### src/ic_bus_pkg.sv
/*
 * Memory bus shared by CPU, ROM and RAM ports.
 * A port is req, req_bus, gnt, recv, rsp and ack. req_bus is held from req
 * until gnt, rsp is held from recv until ack.
 */

`default_nettype none

package ic_bus_pkg;

    // ------------------------------------------------------------------------
    // Widths
    // ------------------------------------------------------------------------

    localparam int addr_w = 32;          // Byte address
    localparam int data_w = 32;          // Read and write data
    localparam int strb_w = data_w / 8;  // One strobe bit per byte lane

    // ------------------------------------------------------------------------
    // Payloads
    // ------------------------------------------------------------------------

    // Request phase, 69 bits
    typedef struct packed {
        logic              wen;    // Write when set, read otherwise
        logic [strb_w-1:0] strb;   // Byte lanes of a write
        logic [data_w-1:0] wdata;  // Write data
        logic [addr_w-1:0] addr;   // Read/write address
    } mem_req_t;

    // Response phase, 33 bits
    typedef struct packed {
        logic              error;  // Target or decode error
        logic [data_w-1:0] rdata;  // Read data
    } mem_rsp_t;

endpackage

`default_nettype wire

### src/ic_map_pkg.sv
/*
 * Memory map of the interconnect and the types used to route by target.
 * Both CPU ports decode against the same fixed map and track up to
 * max_outstanding accepted requests each.
 */

`default_nettype none

package ic_map_pkg;

    // ------------------------------------------------------------------------
    // Regions
    // ------------------------------------------------------------------------

    localparam logic [31:0] rom_match = 32'h1000_0000;  // ROM base
    localparam logic [31:0] rom_mask  = 32'hFFFF_C000;  // Bits compared to base
    localparam logic [31:0] rom_range = 32'h0000_03FF;  // Highest valid offset

    localparam logic [31:0] ram_match = 32'h2000_0000;  // RAM base
    localparam logic [31:0] ram_mask  = 32'hFFFF_0000;  // Bits compared to base
    localparam logic [31:0] ram_range = 32'h0000_FFFF;  // Full 64 KiB window

    // ------------------------------------------------------------------------
    // Response tracking
    // ------------------------------------------------------------------------

    localparam int max_outstanding = 3;                          // Per port
    localparam int trk_ptr_w       = $clog2(max_outstanding);     // Slot index
    localparam int trk_cnt_w       = $clog2(max_outstanding + 1); // 0..max

    // Where a request went, and so where its response comes from
    typedef enum logic [1:0] {
        tgt_rom = 2'd0,
        tgt_ram = 2'd1,
        tgt_err = 2'd2     // Unmapped, answered locally
    } ic_target_e;

endpackage

`default_nettype wire
### src/ic_top.sv
/*
 * Memory interconnect top level.
 * Instruction and data CPU ports each get their own router onto a ROM port,
 * a RAM port and an internal error responder.
 */

`timescale 1ns/1ps
`default_nettype none

module ic_top
    import ic_bus_pkg::*;
(
    input  logic     g_clk,
    input  logic     arst_n,
    // Instruction fetch port
    input  logic     cpu_imem_req,
    input  mem_req_t cpu_imem_req_bus,
    output logic     cpu_imem_gnt,
    output logic     cpu_imem_recv,
    output mem_rsp_t cpu_imem_rsp,
    input  logic     cpu_imem_ack,
    // Data port
    input  logic     cpu_dmem_req,
    input  mem_req_t cpu_dmem_req_bus,
    output logic     cpu_dmem_gnt,
    output logic     cpu_dmem_recv,
    output mem_rsp_t cpu_dmem_rsp,
    input  logic     cpu_dmem_ack,
    // ROM, instruction side
    output logic     rom_imem_req,
    output mem_req_t rom_imem_req_bus,
    input  logic     rom_imem_gnt,
    input  logic     rom_imem_recv,
    input  mem_rsp_t rom_imem_rsp,
    output logic     rom_imem_ack,
    // RAM, instruction side
    output logic     ram_imem_req,
    output mem_req_t ram_imem_req_bus,
    input  logic     ram_imem_gnt,
    input  logic     ram_imem_recv,
    input  mem_rsp_t ram_imem_rsp,
    output logic     ram_imem_ack,
    // ROM, data side
    output logic     rom_dmem_req,
    output mem_req_t rom_dmem_req_bus,
    input  logic     rom_dmem_gnt,
    input  logic     rom_dmem_recv,
    input  mem_rsp_t rom_dmem_rsp,
    output logic     rom_dmem_ack,
    // RAM, data side
    output logic     ram_dmem_req,
    output mem_req_t ram_dmem_req_bus,
    input  logic     ram_dmem_gnt,
    input  logic     ram_dmem_recv,
    input  mem_rsp_t ram_dmem_rsp,
    output logic     ram_dmem_ack
);

    // ------------------------------------------------------------------------
    // Instruction fetch routing
    // ------------------------------------------------------------------------

    ic_port_router u_imem_router (
        .g_clk   (g_clk),          .arst_n      (arst_n),
        .cpu_req (cpu_imem_req),   .cpu_req_bus (cpu_imem_req_bus), .cpu_gnt (cpu_imem_gnt),
        .cpu_recv(cpu_imem_recv),  .cpu_rsp     (cpu_imem_rsp),     .cpu_ack (cpu_imem_ack),
        .rom_req (rom_imem_req),   .rom_req_bus (rom_imem_req_bus), .rom_gnt (rom_imem_gnt),
        .rom_recv(rom_imem_recv),  .rom_rsp     (rom_imem_rsp),     .rom_ack (rom_imem_ack),
        .ram_req (ram_imem_req),   .ram_req_bus (ram_imem_req_bus), .ram_gnt (ram_imem_gnt),
        .ram_recv(ram_imem_recv),  .ram_rsp     (ram_imem_rsp),     .ram_ack (ram_imem_ack)
    );

    // ------------------------------------------------------------------------
    // Data routing
    // ------------------------------------------------------------------------

    ic_port_router u_dmem_router (
        .g_clk   (g_clk),          .arst_n      (arst_n),
        .cpu_req (cpu_dmem_req),   .cpu_req_bus (cpu_dmem_req_bus), .cpu_gnt (cpu_dmem_gnt),
        .cpu_recv(cpu_dmem_recv),  .cpu_rsp     (cpu_dmem_rsp),     .cpu_ack (cpu_dmem_ack),
        .rom_req (rom_dmem_req),   .rom_req_bus (rom_dmem_req_bus), .rom_gnt (rom_dmem_gnt),
        .rom_recv(rom_dmem_recv),  .rom_rsp     (rom_dmem_rsp),     .rom_ack (rom_dmem_ack),
        .ram_req (ram_dmem_req),   .ram_req_bus (ram_dmem_req_bus), .ram_gnt (ram_dmem_gnt),
        .ram_recv(ram_dmem_recv),  .ram_rsp     (ram_dmem_rsp),     .ram_ack (ram_dmem_ack)
    );

endmodule

`default_nettype wire

### src/ic_port_router.sv
/*
 * Routing for one CPU port onto ROM, RAM and a local error responder.
 * Requests fan out combinationally by decoded address while the tracker has
 * room; responses return from the tracker head in accept order.
 */

`timescale 1ns/1ps
`default_nettype none

module ic_port_router
    import ic_map_pkg::*, ic_bus_pkg::*;
(
    input  logic     g_clk,
    input  logic     arst_n,
    // CPU side, this module is the target
    input  logic     cpu_req,
    input  mem_req_t cpu_req_bus,
    output logic     cpu_gnt,
    output logic     cpu_recv,
    output mem_rsp_t cpu_rsp,
    input  logic     cpu_ack,
    // ROM side, this module is the initiator
    output logic     rom_req,
    output mem_req_t rom_req_bus,
    input  logic     rom_gnt,
    input  logic     rom_recv,
    input  mem_rsp_t rom_rsp,
    output logic     rom_ack,
    // RAM side
    output logic     ram_req,
    output mem_req_t ram_req_bus,
    input  logic     ram_gnt,
    input  logic     ram_recv,
    input  mem_rsp_t ram_rsp,
    output logic     ram_ack
);

    ic_target_e req_target;   // Decoded target of cpu_req_bus
    logic       room;         // Tracker can take one more
    logic       req_ok;       // CPU request allowed out
    logic       tgt_gnt;      // Grant of the decoded target
    logic       complete;     // Head response taken this cycle
    logic       head_valid;
    ic_target_e head_target;
    logic       err_req;
    logic       err_gnt;
    logic       err_recv;
    logic       err_ack;
    mem_rsp_t   err_rsp;

    ic_addr_decode u_addr_decode (
        .addr   (cpu_req_bus.addr),
        .target (req_target)
    );

    // ------------------------------------------------------------------------
    // Request fan-out
    // ------------------------------------------------------------------------

    assign req_ok  = cpu_req && room;          // No req a full tracker cannot hold
    assign rom_req = req_ok && (req_target == tgt_rom);
    assign ram_req = req_ok && (req_target == tgt_ram);
    assign err_req = req_ok && (req_target == tgt_err);

    assign rom_req_bus = cpu_req_bus;          // Writes pass to both memories
    assign ram_req_bus = cpu_req_bus;

    always_comb begin
        case (req_target)
            tgt_rom: tgt_gnt = rom_gnt;
            tgt_ram: tgt_gnt = ram_gnt;
            default: tgt_gnt = err_gnt;
        endcase
    end

    assign cpu_gnt = req_ok && tgt_gnt;        // Also the tracker push

    // ------------------------------------------------------------------------
    // Response select
    // ------------------------------------------------------------------------

    // Only the head target may answer, later ones wait their turn
    always_comb begin
        cpu_recv = 1'b0;
        cpu_rsp  = '0;
        if (head_valid) begin
            case (head_target)
                tgt_rom: begin
                    cpu_recv = rom_recv;
                    cpu_rsp  = rom_rsp;
                end
                tgt_ram: begin
                    cpu_recv = ram_recv;
                    cpu_rsp  = ram_rsp;
                end
                default: begin
                    cpu_recv = err_recv;
                    cpu_rsp  = err_rsp;
                end
            endcase
        end
    end

    assign rom_ack  = cpu_ack && head_valid && (head_target == tgt_rom);
    assign ram_ack  = cpu_ack && head_valid && (head_target == tgt_ram);
    assign err_ack  = cpu_ack && head_valid && (head_target == tgt_err);
    assign complete = cpu_recv && cpu_ack;

    ic_rsp_tracker u_rsp_tracker (
        .g_clk       (g_clk),
        .arst_n      (arst_n),
        .push        (cpu_gnt),
        .push_target (req_target),
        .pop         (complete),
        .room        (room),
        .head_valid  (head_valid),
        .head_target (head_target)
    );

    ic_error_rsp_stub u_error_stub (
        .g_clk  (g_clk),
        .arst_n (arst_n),
        .req    (err_req),
        .gnt    (err_gnt),
        .recv   (err_recv),
        .rsp    (err_rsp),
        .ack    (err_ack)
    );

endmodule

`default_nettype wire

### src/ic_error_rsp_stub.sv
/*
 * Local responder for unmapped addresses on one CPU port.
 * Accepts one request at a time and answers it in the next cycle with
 * error set and zero read data, held until ack.
 */

`timescale 1ns/1ps
`default_nettype none

module ic_error_rsp_stub
    import ic_bus_pkg::*;
(
    input  logic     g_clk,
    input  logic     arst_n,
    input  logic     req,    // Unmapped request
    output logic     gnt,    // Free to accept
    output logic     recv,   // Error response valid
    output mem_rsp_t rsp,    // Error response payload
    input  logic     ack     // Response taken
);

    logic pending;  // Accepted, response not yet taken

    // ------------------------------------------------------------------------
    // Pending flag
    // ------------------------------------------------------------------------

    // gnt is low while pending, so accept and completion never coincide
    always_ff @(posedge g_clk or negedge arst_n) begin
        if (!arst_n) begin
            pending <= 1'b0;
        end else if (req && gnt) begin
            pending <= 1'b1;              // Answer next cycle
        end else if (recv && ack) begin
            pending <= 1'b0;              // Completion
        end
    end

    // ------------------------------------------------------------------------
    // Bus outputs
    // ------------------------------------------------------------------------

    assign gnt  = !pending;
    assign recv = pending;

    // Fixed payload, only sampled while recv is high
    assign rsp = '{error: 1'b1, rdata: '0};

endmodule

`default_nettype wire

### src/ic_rsp_tracker.sv
/*
 * In-order record of the targets that owe a response on one CPU port.
 * push stores the target of an accepted request, pop retires the head when
 * its response completes. room limits requests in flight.
 */

`timescale 1ns/1ps
`default_nettype none

module ic_rsp_tracker
    import ic_map_pkg::*;
(
    input  logic       g_clk,
    input  logic       arst_n,
    input  logic       push,         // Request accepted this cycle
    input  ic_target_e push_target,  // Target of that request
    input  logic       pop,          // Head response completed
    output logic       room,         // Another request may be accepted
    output logic       head_valid,   // At least one response owed
    output ic_target_e head_target   // Target owing the oldest response
);

    ic_target_e           slot [max_outstanding];  // Circular store
    logic [trk_ptr_w-1:0] rd_ptr;                   // Oldest entry
    logic [trk_ptr_w-1:0] wr_ptr;                   // Next free entry
    logic [trk_cnt_w-1:0] count;                    // Entries held
    logic                 do_push;
    logic                 do_pop;

    // Wraps at depth, which need not be a power of two
    function automatic logic [trk_ptr_w-1:0] ptr_next(input logic [trk_ptr_w-1:0] ptr);
        if (ptr == trk_ptr_w'(max_outstanding - 1)) begin
            return '0;
        end
        return ptr + 1'b1;
    endfunction

    assign do_push = push && room;      // Never overrun
    assign do_pop  = pop && head_valid; // Never underrun

    // ------------------------------------------------------------------------
    // Storage
    // ------------------------------------------------------------------------

    always_ff @(posedge g_clk) begin
        if (do_push) begin
            slot[wr_ptr] <= push_target;
        end
    end

    // ------------------------------------------------------------------------
    // Pointers and occupancy
    // ------------------------------------------------------------------------

    always_ff @(posedge g_clk or negedge arst_n) begin
        if (!arst_n) begin
            rd_ptr <= '0;
            wr_ptr <= '0;
            count  <= '0;
        end else begin
            if (do_push) begin
                wr_ptr <= ptr_next(wr_ptr);
            end
            if (do_pop) begin
                rd_ptr <= ptr_next(rd_ptr);
            end
            case ({do_push, do_pop})
                2'b10:   count <= count + 1'b1;
                2'b01:   count <= count - 1'b1;
                default: count <= count;     // Idle, or push and pop together
            endcase
        end
    end

    assign room        = (count < trk_cnt_w'(max_outstanding));
    assign head_valid  = (count != '0);
    assign head_target = slot[rd_ptr];  // Only meaningful with head_valid

endmodule

`default_nettype wire

### src/ic_addr_decode.sv
/*
 * Address decoder for one CPU port.
 * Purely combinational; maps a request address onto ROM, RAM or the
 * error responder using the regions of the memory map package.
 */

`timescale 1ns/1ps
`default_nettype none

module ic_addr_decode
    import ic_map_pkg::*, ic_bus_pkg::*;
(
    input  logic [addr_w-1:0] addr,    // Request address
    output ic_target_e        target   // Routed target
);

    logic rom_hit;  // Inside ROM window
    logic ram_hit;  // Inside RAM window

    // ------------------------------------------------------------------------
    // Region compare
    // ------------------------------------------------------------------------

    // Base must match under the mask, offset must not pass the range
    always_comb begin
        rom_hit = ((addr & rom_mask) == rom_match) &&
                  ((addr & ~rom_mask) <= rom_range);
        ram_hit = ((addr & ram_mask) == ram_match) &&
                  ((addr & ~ram_mask) <= ram_range);
    end

    // ------------------------------------------------------------------------
    // Target select
    // ------------------------------------------------------------------------

    // Regions do not overlap, order only matters for readability
    always_comb begin
        if (rom_hit) begin
            target = tgt_rom;
        end else if (ram_hit) begin
            target = tgt_ram;
        end else begin
            target = tgt_err;      // Old AXI window lands here too
        end
    end

endmodule

`default_nettype wire

### config.mk
export PLATFORM = sky130hd
export DESIGN_NAME = ic_top
export DESIGN_NICKNAME = d
export VERILOG_FILES = /design/src/ic_bus_pkg.sv /design/src/ic_map_pkg.sv /design/src/ic_top.sv /design/src/ic_port_router.sv /design/src/ic_error_rsp_stub.sv /design/src/ic_rsp_tracker.sv /design/src/ic_addr_decode.sv
export SDC_FILE = /design/constraint.sdc
export NUM_CORES = 1
export LEC_CHECK = 0
export BUFFER_PORTS_ARGS = -buffer_cell sky130_fd_sc_hd__buf_2
export CAP_MARGIN = 20
export CORE_AREA = 8 8 245 247
export CTS_CLUSTER_DIAMETER = 150
export DETAILED_ROUTE_END_ITERATION = 8
export DIE_AREA = 0 0 253 255
export GPL_TIMING_DRIVEN = 0
export SETUP_SLACK_MARGIN = 0.4
export SYNTH_ARGS = -nofsm -noshare
export SYNTH_HDL_FRONTEND = slang
export SYNTH_SLANG_ARGS = --single-unit
### constraint.sdc
create_clock -name g_clk -period 4.1 [get_ports g_clk]
set_clock_uncertainty 0.1 [all_clocks]
set_input_delay 0.82 -clock g_clk [delete_from_list [all_inputs] [get_ports g_clk]]
set_output_delay 0.82 -clock g_clk [all_outputs]
set_load 0.01 [all_outputs]
==> results.py, run 1 <==
metrics = {
    "status": {
        "status": "completed",
    },
    "global_route": {
        "grt_first_pass_wirelength_um": 35700,
        "grt-ovfl-total": 0,
        "grt_pass1_vias": 5657,
        "grt_max_degree": 15,
        "antenna_found_initial": 4,
        "grt_usage": 0.0715,
    },
    "timing": {
        "fin_hold_ws_ns": 0.395,
        "worst_pin_slew_ns": 0.640,
        "rsz0062_at_grt": "no",
        "slew_headroom": 0.573,
        "hold_viol_final": 0,
        "setup_violations": 0,
        "fin_crit_sh": 0.859,
        "fin_ws_ns": 0.577,
        "fin_crit_ns": 3.52,
        "setup-tns-final_ns": 0,
        "max_freq_mhz": 284,
        "final_max_slew_viol_count": 0,
    },
    "synth": {
        "seq_area_frac_synth": 0.156,
        "synth_seq_cells": 26,
        "synth_warnings": 0,
        "syn_inst": 638,
        "ys_top_cells_by_area": "buf_4 (45%), nand2_1 (12%), edfxtp_1 (7.9%)",
        "syn-num-nets": 924,
        "netlist_area_mm2": 0.00457,
        "synth-edff-count": 12,
        "synth.avg_cell_area_um2": 7.16,
        "synth_commonest_cells": "buf_4 (276), nand2_1 (140), a21oi_1 (64), nor2_1 (16), clkbuf_1 (15)",
        "async_reset_ff_frac": 0.538,
        "synth_ff_type": "dfrtp_1",
        "yosys.area.top_type_share": 0.454,
        "yosysTopAreaCell": "buf_4",
        "yosysMostFrequentCell": "buf_4",
        "yosysUniqueCellTypes": 41,
    },
    "layout": {
        "fin_nets": 1472,
        "nFillCells": 6474,
        "fin_cells": 1944,
        "synthToLayoutAreaGrowth_pct": 82.7,
        "drive_gt1_frac": 0.726,
        "fin_util": 0.149,
        "finish.instance_area_mm2": 0.00834,
    },
    "clock_tree": {
        "clock-sinks": 26,
        "cts.path.max_buffers": 2,
        "cts_tree": "built",
        "cts_buffers": 3,
        "root_buffer": "clkbuf_16",
        "clock_latency_ns": 0.26,
        "cts-htree-levels": 1,
        "ctsHoldBuffers": 0,
        "post-cts-setup-buffer-count": 0,
        "clk_pin_slew_worst_paths_ns": 0.06,
    },
    "worst_hold_path": {
        "hold_class": "in2async",
    },
    "die": {
        "placeableCoreArea_mm2": 0.0560,
        "num_rows": 87,
        "io_pins": 638,
        "fp.dieW_um": 253,
        "die_y_um": 255,
        "die_area_mm2": 0.0645,
        "initial_utilization": 0.0816,
    },
    "run": {
        "cap_violations": 0,
    },
    "worst_setup_path": {
        "critPathLaunchType": "flip-flop",
        "crit_type": "reg2out",
        "critPathArrivalTime_ns": 2.60,
        "crit_fanout": 10,
        "required_ns": 3.18,
        "critPathCaptureType": "output pin",
    },
    "placement": {
        "dpl.hpwl_um": 25400,
        "dp_cells": 1937,
        "gp_congestion": 0.857,
        "pre_cts_slack_ns": 0.459,
        "io_buffers": 543,
        "dpl_cell_area_mm2": 0.00823,
    },
    "power": {
        "p_total_mw": 2.84,
        "powerDensity_mw_per_mm2": 340,
        "peakVddDrop_uv": 162,
        "power.leakage_nw": 4.62,
    },
    "routing": {
        "drcViolationCount": 0,
        "vias": 5863,
        "wl_um": 27400,
        "detailedRoute.firstPassIterationCount": 4,
        "dr.first_iter.drc_count": 283,
        "wire_per_inst_um": 14.1,
        "vias_per_cell": 3.02,
        "drtAntennaViolNets": 0,
    },
}
==> cell families (layout without fill, tap and decap cells) <==
family          after synthesis  count (layout)  share of synthesized area
flops                        26              26                      0.156
other cells                   0               4                          0
buf+inv                     307             853                      0.485
compound gates               89              89                      0.114
fa+ha+maj                     2               2                    0.00548
xor+xnor                      6               6                     0.0115
mux                          18              18                     0.0466
simple gates                190             190                      0.182
==> report_power, final <==
| part | internal (mW) | switching, mW | leakage, nW | total (mW) |
|---|---|---|---|---|
| logic | 0.900 | 1.28 | 4.32 | 2.18 |
| clock network | 0.129 | 0.0866 | 0.0370 | 0.216 |
| registers | 0.361 | 0.0812 | 0.269 | 0.443 |
| total | 1.39 | 1.45 | 4.62 | 2.84 |
==> critical path, stage by stage (launching register included) <==
cell      delay, ns
dfrtp_1        0.40
mux2_2         0.39
o21ai_4        0.33
clkbuf_1       0.48
nand2_1        0.11
a21oi_1        0.40
buf_2          0.22
==> path summary, 6_finish.rpt <==
check | start | to | slack, ns | cells after the start
worst max-delay path | u_imem_router.u_rsp_tracker.rd_ptr[0]$_DFFE_PN0P_ | cpu_imem_rsp[5] | 0.58 | 6
worst min-delay path | arst_n | u_imem_router.u_rsp_tracker.rd_ptr[0]$_DFFE_PN0P_ | 0.40 | 1
worst max register to register | u_imem_router.u_rsp_tracker.rd_ptr[0]$_DFFE_PN0P_ | u_imem_router.u_rsp_tracker.count[1]$_DFFE_PN0P_ | 1.52 | 8
worst min register to register | u_imem_router.u_rsp_tracker.count[1]$_DFFE_PN0P_ | u_imem_router.u_rsp_tracker.count[1]$_DFFE_PN0P_ | 0.45 | 1
max in group asynchronous | arst_n | u_dmem_router.u_rsp_tracker.rd_ptr[0]$_DFFE_PN0P_ | 3.21 | 1
min in group g_clk | u_imem_router.u_rsp_tracker.count[1]$_DFFE_PN0P_ | u_imem_router.u_rsp_tracker.count[1]$_DFFE_PN0P_ | 0.45 | 1
==> sequential cells by signal, summed over array words and instances (netlist names) <==
| name | flops |
|---|---|
| u_dmem_router.u_rsp_tracker.rd_ptr | 2 |
| u_imem_router.u_rsp_tracker.wr_ptr | 2 |
| u_imem_router.u_error_stub.recv | 1 |
| u_imem_router.u_rsp_tracker.slot | 6 |
| u_dmem_router.u_rsp_tracker.wr_ptr | 2 |
| u_imem_router.u_rsp_tracker.count | 2 |
| u_dmem_router.u_rsp_tracker.slot | 6 |
| u_dmem_router.u_error_stub.recv | 1 |
| u_dmem_router.u_rsp_tracker.count | 2 |
| u_imem_router.u_rsp_tracker.rd_ptr | 2 |
==> repair_timing <==
item / CTS / global route
hold endpoints to repair: 0 / 0
endpoints found under the setup margin: 9 / 3
resized for setup: 2 / 6
==> placed cells by master (no fill, tap or decap), types with 3 or more instances in the layout <==
master	count
a21oi_1	64
buf_2	551
buf_4	276
clkbuf_1	13
clkbuf_16	3
dfrtp_1	14
diode_2	4
edfxtp_1	12
inv_1	6
mux2_2	8
mux2_4	4
nand2_1	140
nand2b_1	5
nor2_1	16
nor2b_1	5
nor3_1	8
nor4_1	5
o21ai_0	4
xnor2_1	4
==> per-layer routing <==
metal	track usage	up-vias	part of all wire
met4	0.0182	0	0.010
li1	-	2878	-
met3	0.0162	17	0.10
met1	0.0863	2616	0.38
met5	0	-	0
met2	0.127	352	0.51
==> final cells by class <==
class / instances / area, um^2 / share of cell area
Sequential cell: 26 / 711 / 0.0852
Antenna cell: 4 / 10.0 / 0.00120
Buffer: 301 / 2190 / 0.263
Timing Repair Buffer: 543 / 2720 / 0.326
Inverter: 6 / 22.5 / 0.00270
Tap cell: 756 / 946 / 0.113
Clock buffer: 3 / 75.1 / 0.00900
Multi-Input combinational cell: 305 / 1670 / 0.200
Power figures use the tool's default switching activity.
==> run 2: changes to the inputs <==
--- a/config.mk
+++ b/config.mk
@@ -5,12 +5,12 @@
 export SDC_FILE = /design/constraint.sdc
 export NUM_CORES = 1
 export LEC_CHECK = 0
-export BUFFER_PORTS_ARGS = -buffer_cell sky130_fd_sc_hd__buf_2
 export CAP_MARGIN = 20
-export CORE_AREA = 8 8 245 247
+export CORE_AREA = 8 8 241 243
 export CTS_CLUSTER_DIAMETER = 150
 export DETAILED_ROUTE_END_ITERATION = 8
-export DIE_AREA = 0 0 253 255
+export DIE_AREA = 0 0 249 251
+export DONT_BUFFER_PORTS = 1
 export GPL_TIMING_DRIVEN = 0
 export SETUP_SLACK_MARGIN = 0.4
 export SYNTH_ARGS = -nofsm -noshare
==> run 2 against run 1 <==
  * Cell count fell by 31%
  * Critical path type unchanged
  * Worst hold slack lost 0.25 ns
  * Largest cell class unchanged
  * Clock-buffer cell count did not move
  * Sequential cell count is the same
  * Via count decreased by 30%
  * Maximum frequency increased by 1.4%
  * Register-to-register slack hardly changed
  * Combinational power is 19% lower
==> results.py, run 2 (synthesized netlist as in run 1, its figures left out) <==
metrics = {
    "status": {
        "status": "completed",
    },
    "clock_tree": {
        "clock-sinks": 26,
        "ctsResizeCount": 2,
        "ctsHoldBuffers": 0,
        "clk_pin_slew_worst_paths_ns": 0.06,
        "clock_latency_ns": 0.26,
        "post-cts-setup-buffer-count": 0,
        "root_buffer": "clkbuf_16",
        "cts.path.max_buffers": 2,
        "cts-htree-levels": 1,
        "cts_tree": "built",
        "cts_buffers": 3,
    },
    "layout": {
        "multiInputGateArea_mm2": 0.00166,
        "synthToLayoutAreaGrowth_pct": 21.6,
        "fin_nets": 929,
        "fin_cells": 1350,
        "reg_top3": "u_dmem_router.u_rsp_tracker.slot (6), u_imem_router.u_rsp_tracker.slot (6)",
        "most-common-layout-cells": "buf_4 (276), nand2_1 (140), a21oi_1 (63)",
        "seqCellArea_um2": 711,
        "finish.instance_area_mm2": 0.00555,
        "mostFrequentLayoutCell": "buf_4",
        "fin_util": 0.102,
        "drive_gt1_frac": 0.490,
        "nFillCells": 6291,
    },
    "placement": {
        "io_buffers": 0,
        "dp_cells": 1342,
        "dpl.hpwl_um": 24900,
        "dpl_cell_area_mm2": 0.00545,
        "gp_congestion": 0.849,
    },
    "power": {
        "share_comb_of_total_power": 0.727,
        "swShare": 0.540,
        "p_clk_frac": 0.089,
        "pwr-share-seq": 0.185,
        "peakVddDrop_uv": 164,
        "p_sw_mw": 1.31,
        "power.leakage_nw": 2.37,
        "p_total_mw": 2.43,
        "p_int_mw": 1.12,
        "powerDensity_mw_per_mm2": 438,
    },
    "global_route": {
        "grt-ovfl-total": 0,
        "grt_usage": 0.0758,
        "grt_first_pass_wirelength_um": 35300,
        "antenna_found_initial": 10,
        "grt_pass1_vias": 4244,
        "grt_max_degree": 15,
    },
    "routing": {
        "dr.first_iter.drc_count": 306,
        "vias": 4087,
        "wire_per_inst_um": 19.7,
        "wl_um": 26600,
        "vias_per_cell": 3.03,
        "drcViolationCount": 0,
        "drtAntennaViolNets": 0,
        "detailedRoute.firstPassIterationCount": 4,
    },
    "timing": {
        "setup-tns-final_ns": 0,
        "fin_crit_ns": 3.47,
        "final_max_slew_viol_count": 0,
        "hold_viol_final": 0,
        "max_freq_mhz": 288,
        "worst_pin_slew_ns": 0.635,
        "fin_crit_sh": 0.847,
        "rsz0062_at_grt": "no",
        "setup_violations": 0,
        "slew_headroom": 0.577,
    },
    "worst_setup_path": {
        "crit_type": "reg2out",
        "critPathArrivalTime_ns": 2.55,
        "slowest_delay_ns": 0.47,
        "cp_cell_sequence": "mux2_2 > mux2i_1 > o21ai_1 > buf_2 > a21oi_1",
        "ff2ff_path_depth": 8,
        "reg2reg_from": "u_imem_router.u_rsp_tracker.rd_ptr[0]$_DFFE_PN0P_",
        "required_ns": 3.18,
        "cp_slowest_cell": "a21oi_1",
        "critPathLaunchType": "flip-flop",
        "critPathCaptureType": "output pin",
        "crit_fanout": 10,
        "rrSetupSlack_ns": 1.51,
        "regToRegEndpoint": "u_imem_router.u_rsp_tracker.count[1]$_DFFE_PN0P_",
    },
    "die": {
        "initial_utilization": 0.0840,
        "placeableCoreArea_mm2": 0.0543,
        "die_y_um": 251,
        "io_pins": 638,
        "die_area_mm2": 0.0625,
        "num_rows": 86,
        "fp.dieW_um": 249,
    },
    "worst_hold_path": {
        "hold_class": "in2async",
    },
    "run": {
        "cap_violations": 0,
    },
}
[run 2: worst max-delay path by stage]
stage                                                            startpoint          endpoint  depth (start not counted)
after floorplan                                        cpu_imem_req_bus[24]      cpu_imem_gnt                          6
after global placement    u_dmem_router.u_rsp_tracker.rd_ptr[0]$_DFFE_PN0P_   cpu_dmem_rsp[5]                          5
after detailed placement  u_dmem_router.u_rsp_tracker.rd_ptr[0]$_DFFE_PN0P_   cpu_dmem_rsp[5]                          5
after CTS                 u_dmem_router.u_rsp_tracker.rd_ptr[0]$_DFFE_PN0P_   cpu_dmem_rsp[3]                          5
after global routing      u_imem_router.u_rsp_tracker.rd_ptr[1]$_DFFE_PN0P_  cpu_imem_rsp[14]                          5
final                     u_imem_router.u_rsp_tracker.rd_ptr[0]$_DFFE_PN0P_  cpu_imem_rsp[14]                          5
[run 2: cell type report]
cell class,instances,share of cell area
buffer,301,0.395
multi-input combinational,305,0.299
tap,704,0.159
sequential,26,0.128
clock buffer,3,0.0135
inverter,6,0.00406
antenna,5,0.00225
[run 2: per-stage QoR]
step | hold WS, ns | setup slack (ns)
6_report | 0.148 | 0.625
5_1_grt | 0.134 | 0.409
4_1_cts | 0.140 | 0.453
3_5_place_dp | 0.425 | 0.410
3_3_place_gp | 0.425 | 0.462
2_1_floorplan | 0.393 | 1.26
[run 2: critical path: cells and delay by family, from the launching register on]
family / cells / cell delay [ns]
AO/OA/AOI/OAI: 2 / 0.81
buffers and inverters: 1 / 0.30
flip-flops: 1 / 0.40
multiplexers: 2 / 0.78
[run 2: power groups by stage]
| stage | combinational, mW | sequential, mW | clock, mW |
|---|---|---|---|
| final | 1.77 | 0.448 | 0.215 |
| after CTS | 1.78 | 0.449 | 0.224 |
| after detailed placement | 1.77 | 0.455 | 0 |
| after global placement | 1.75 | 0.450 | 0 |
| after global routing | 1.92 | 0.464 | 0.234 |
| after floorplan | 1.33 | 0.423 | 0 |
[run 2: routing by layer]
metal / wire length (um) / part of all wire / GRT usage / vias to the layer above
li1: - / - / - / 1793
met1: 10200 / 0.38 / 0.0883 / 1876
met2: 12100 / 0.46 / 0.121 / 375
met3: 3390 / 0.13 / 0.0360 / 37
met4: 816 / 0.031 / 0.0267 / 6
met5: 41 / 0.0015 / 0 / -
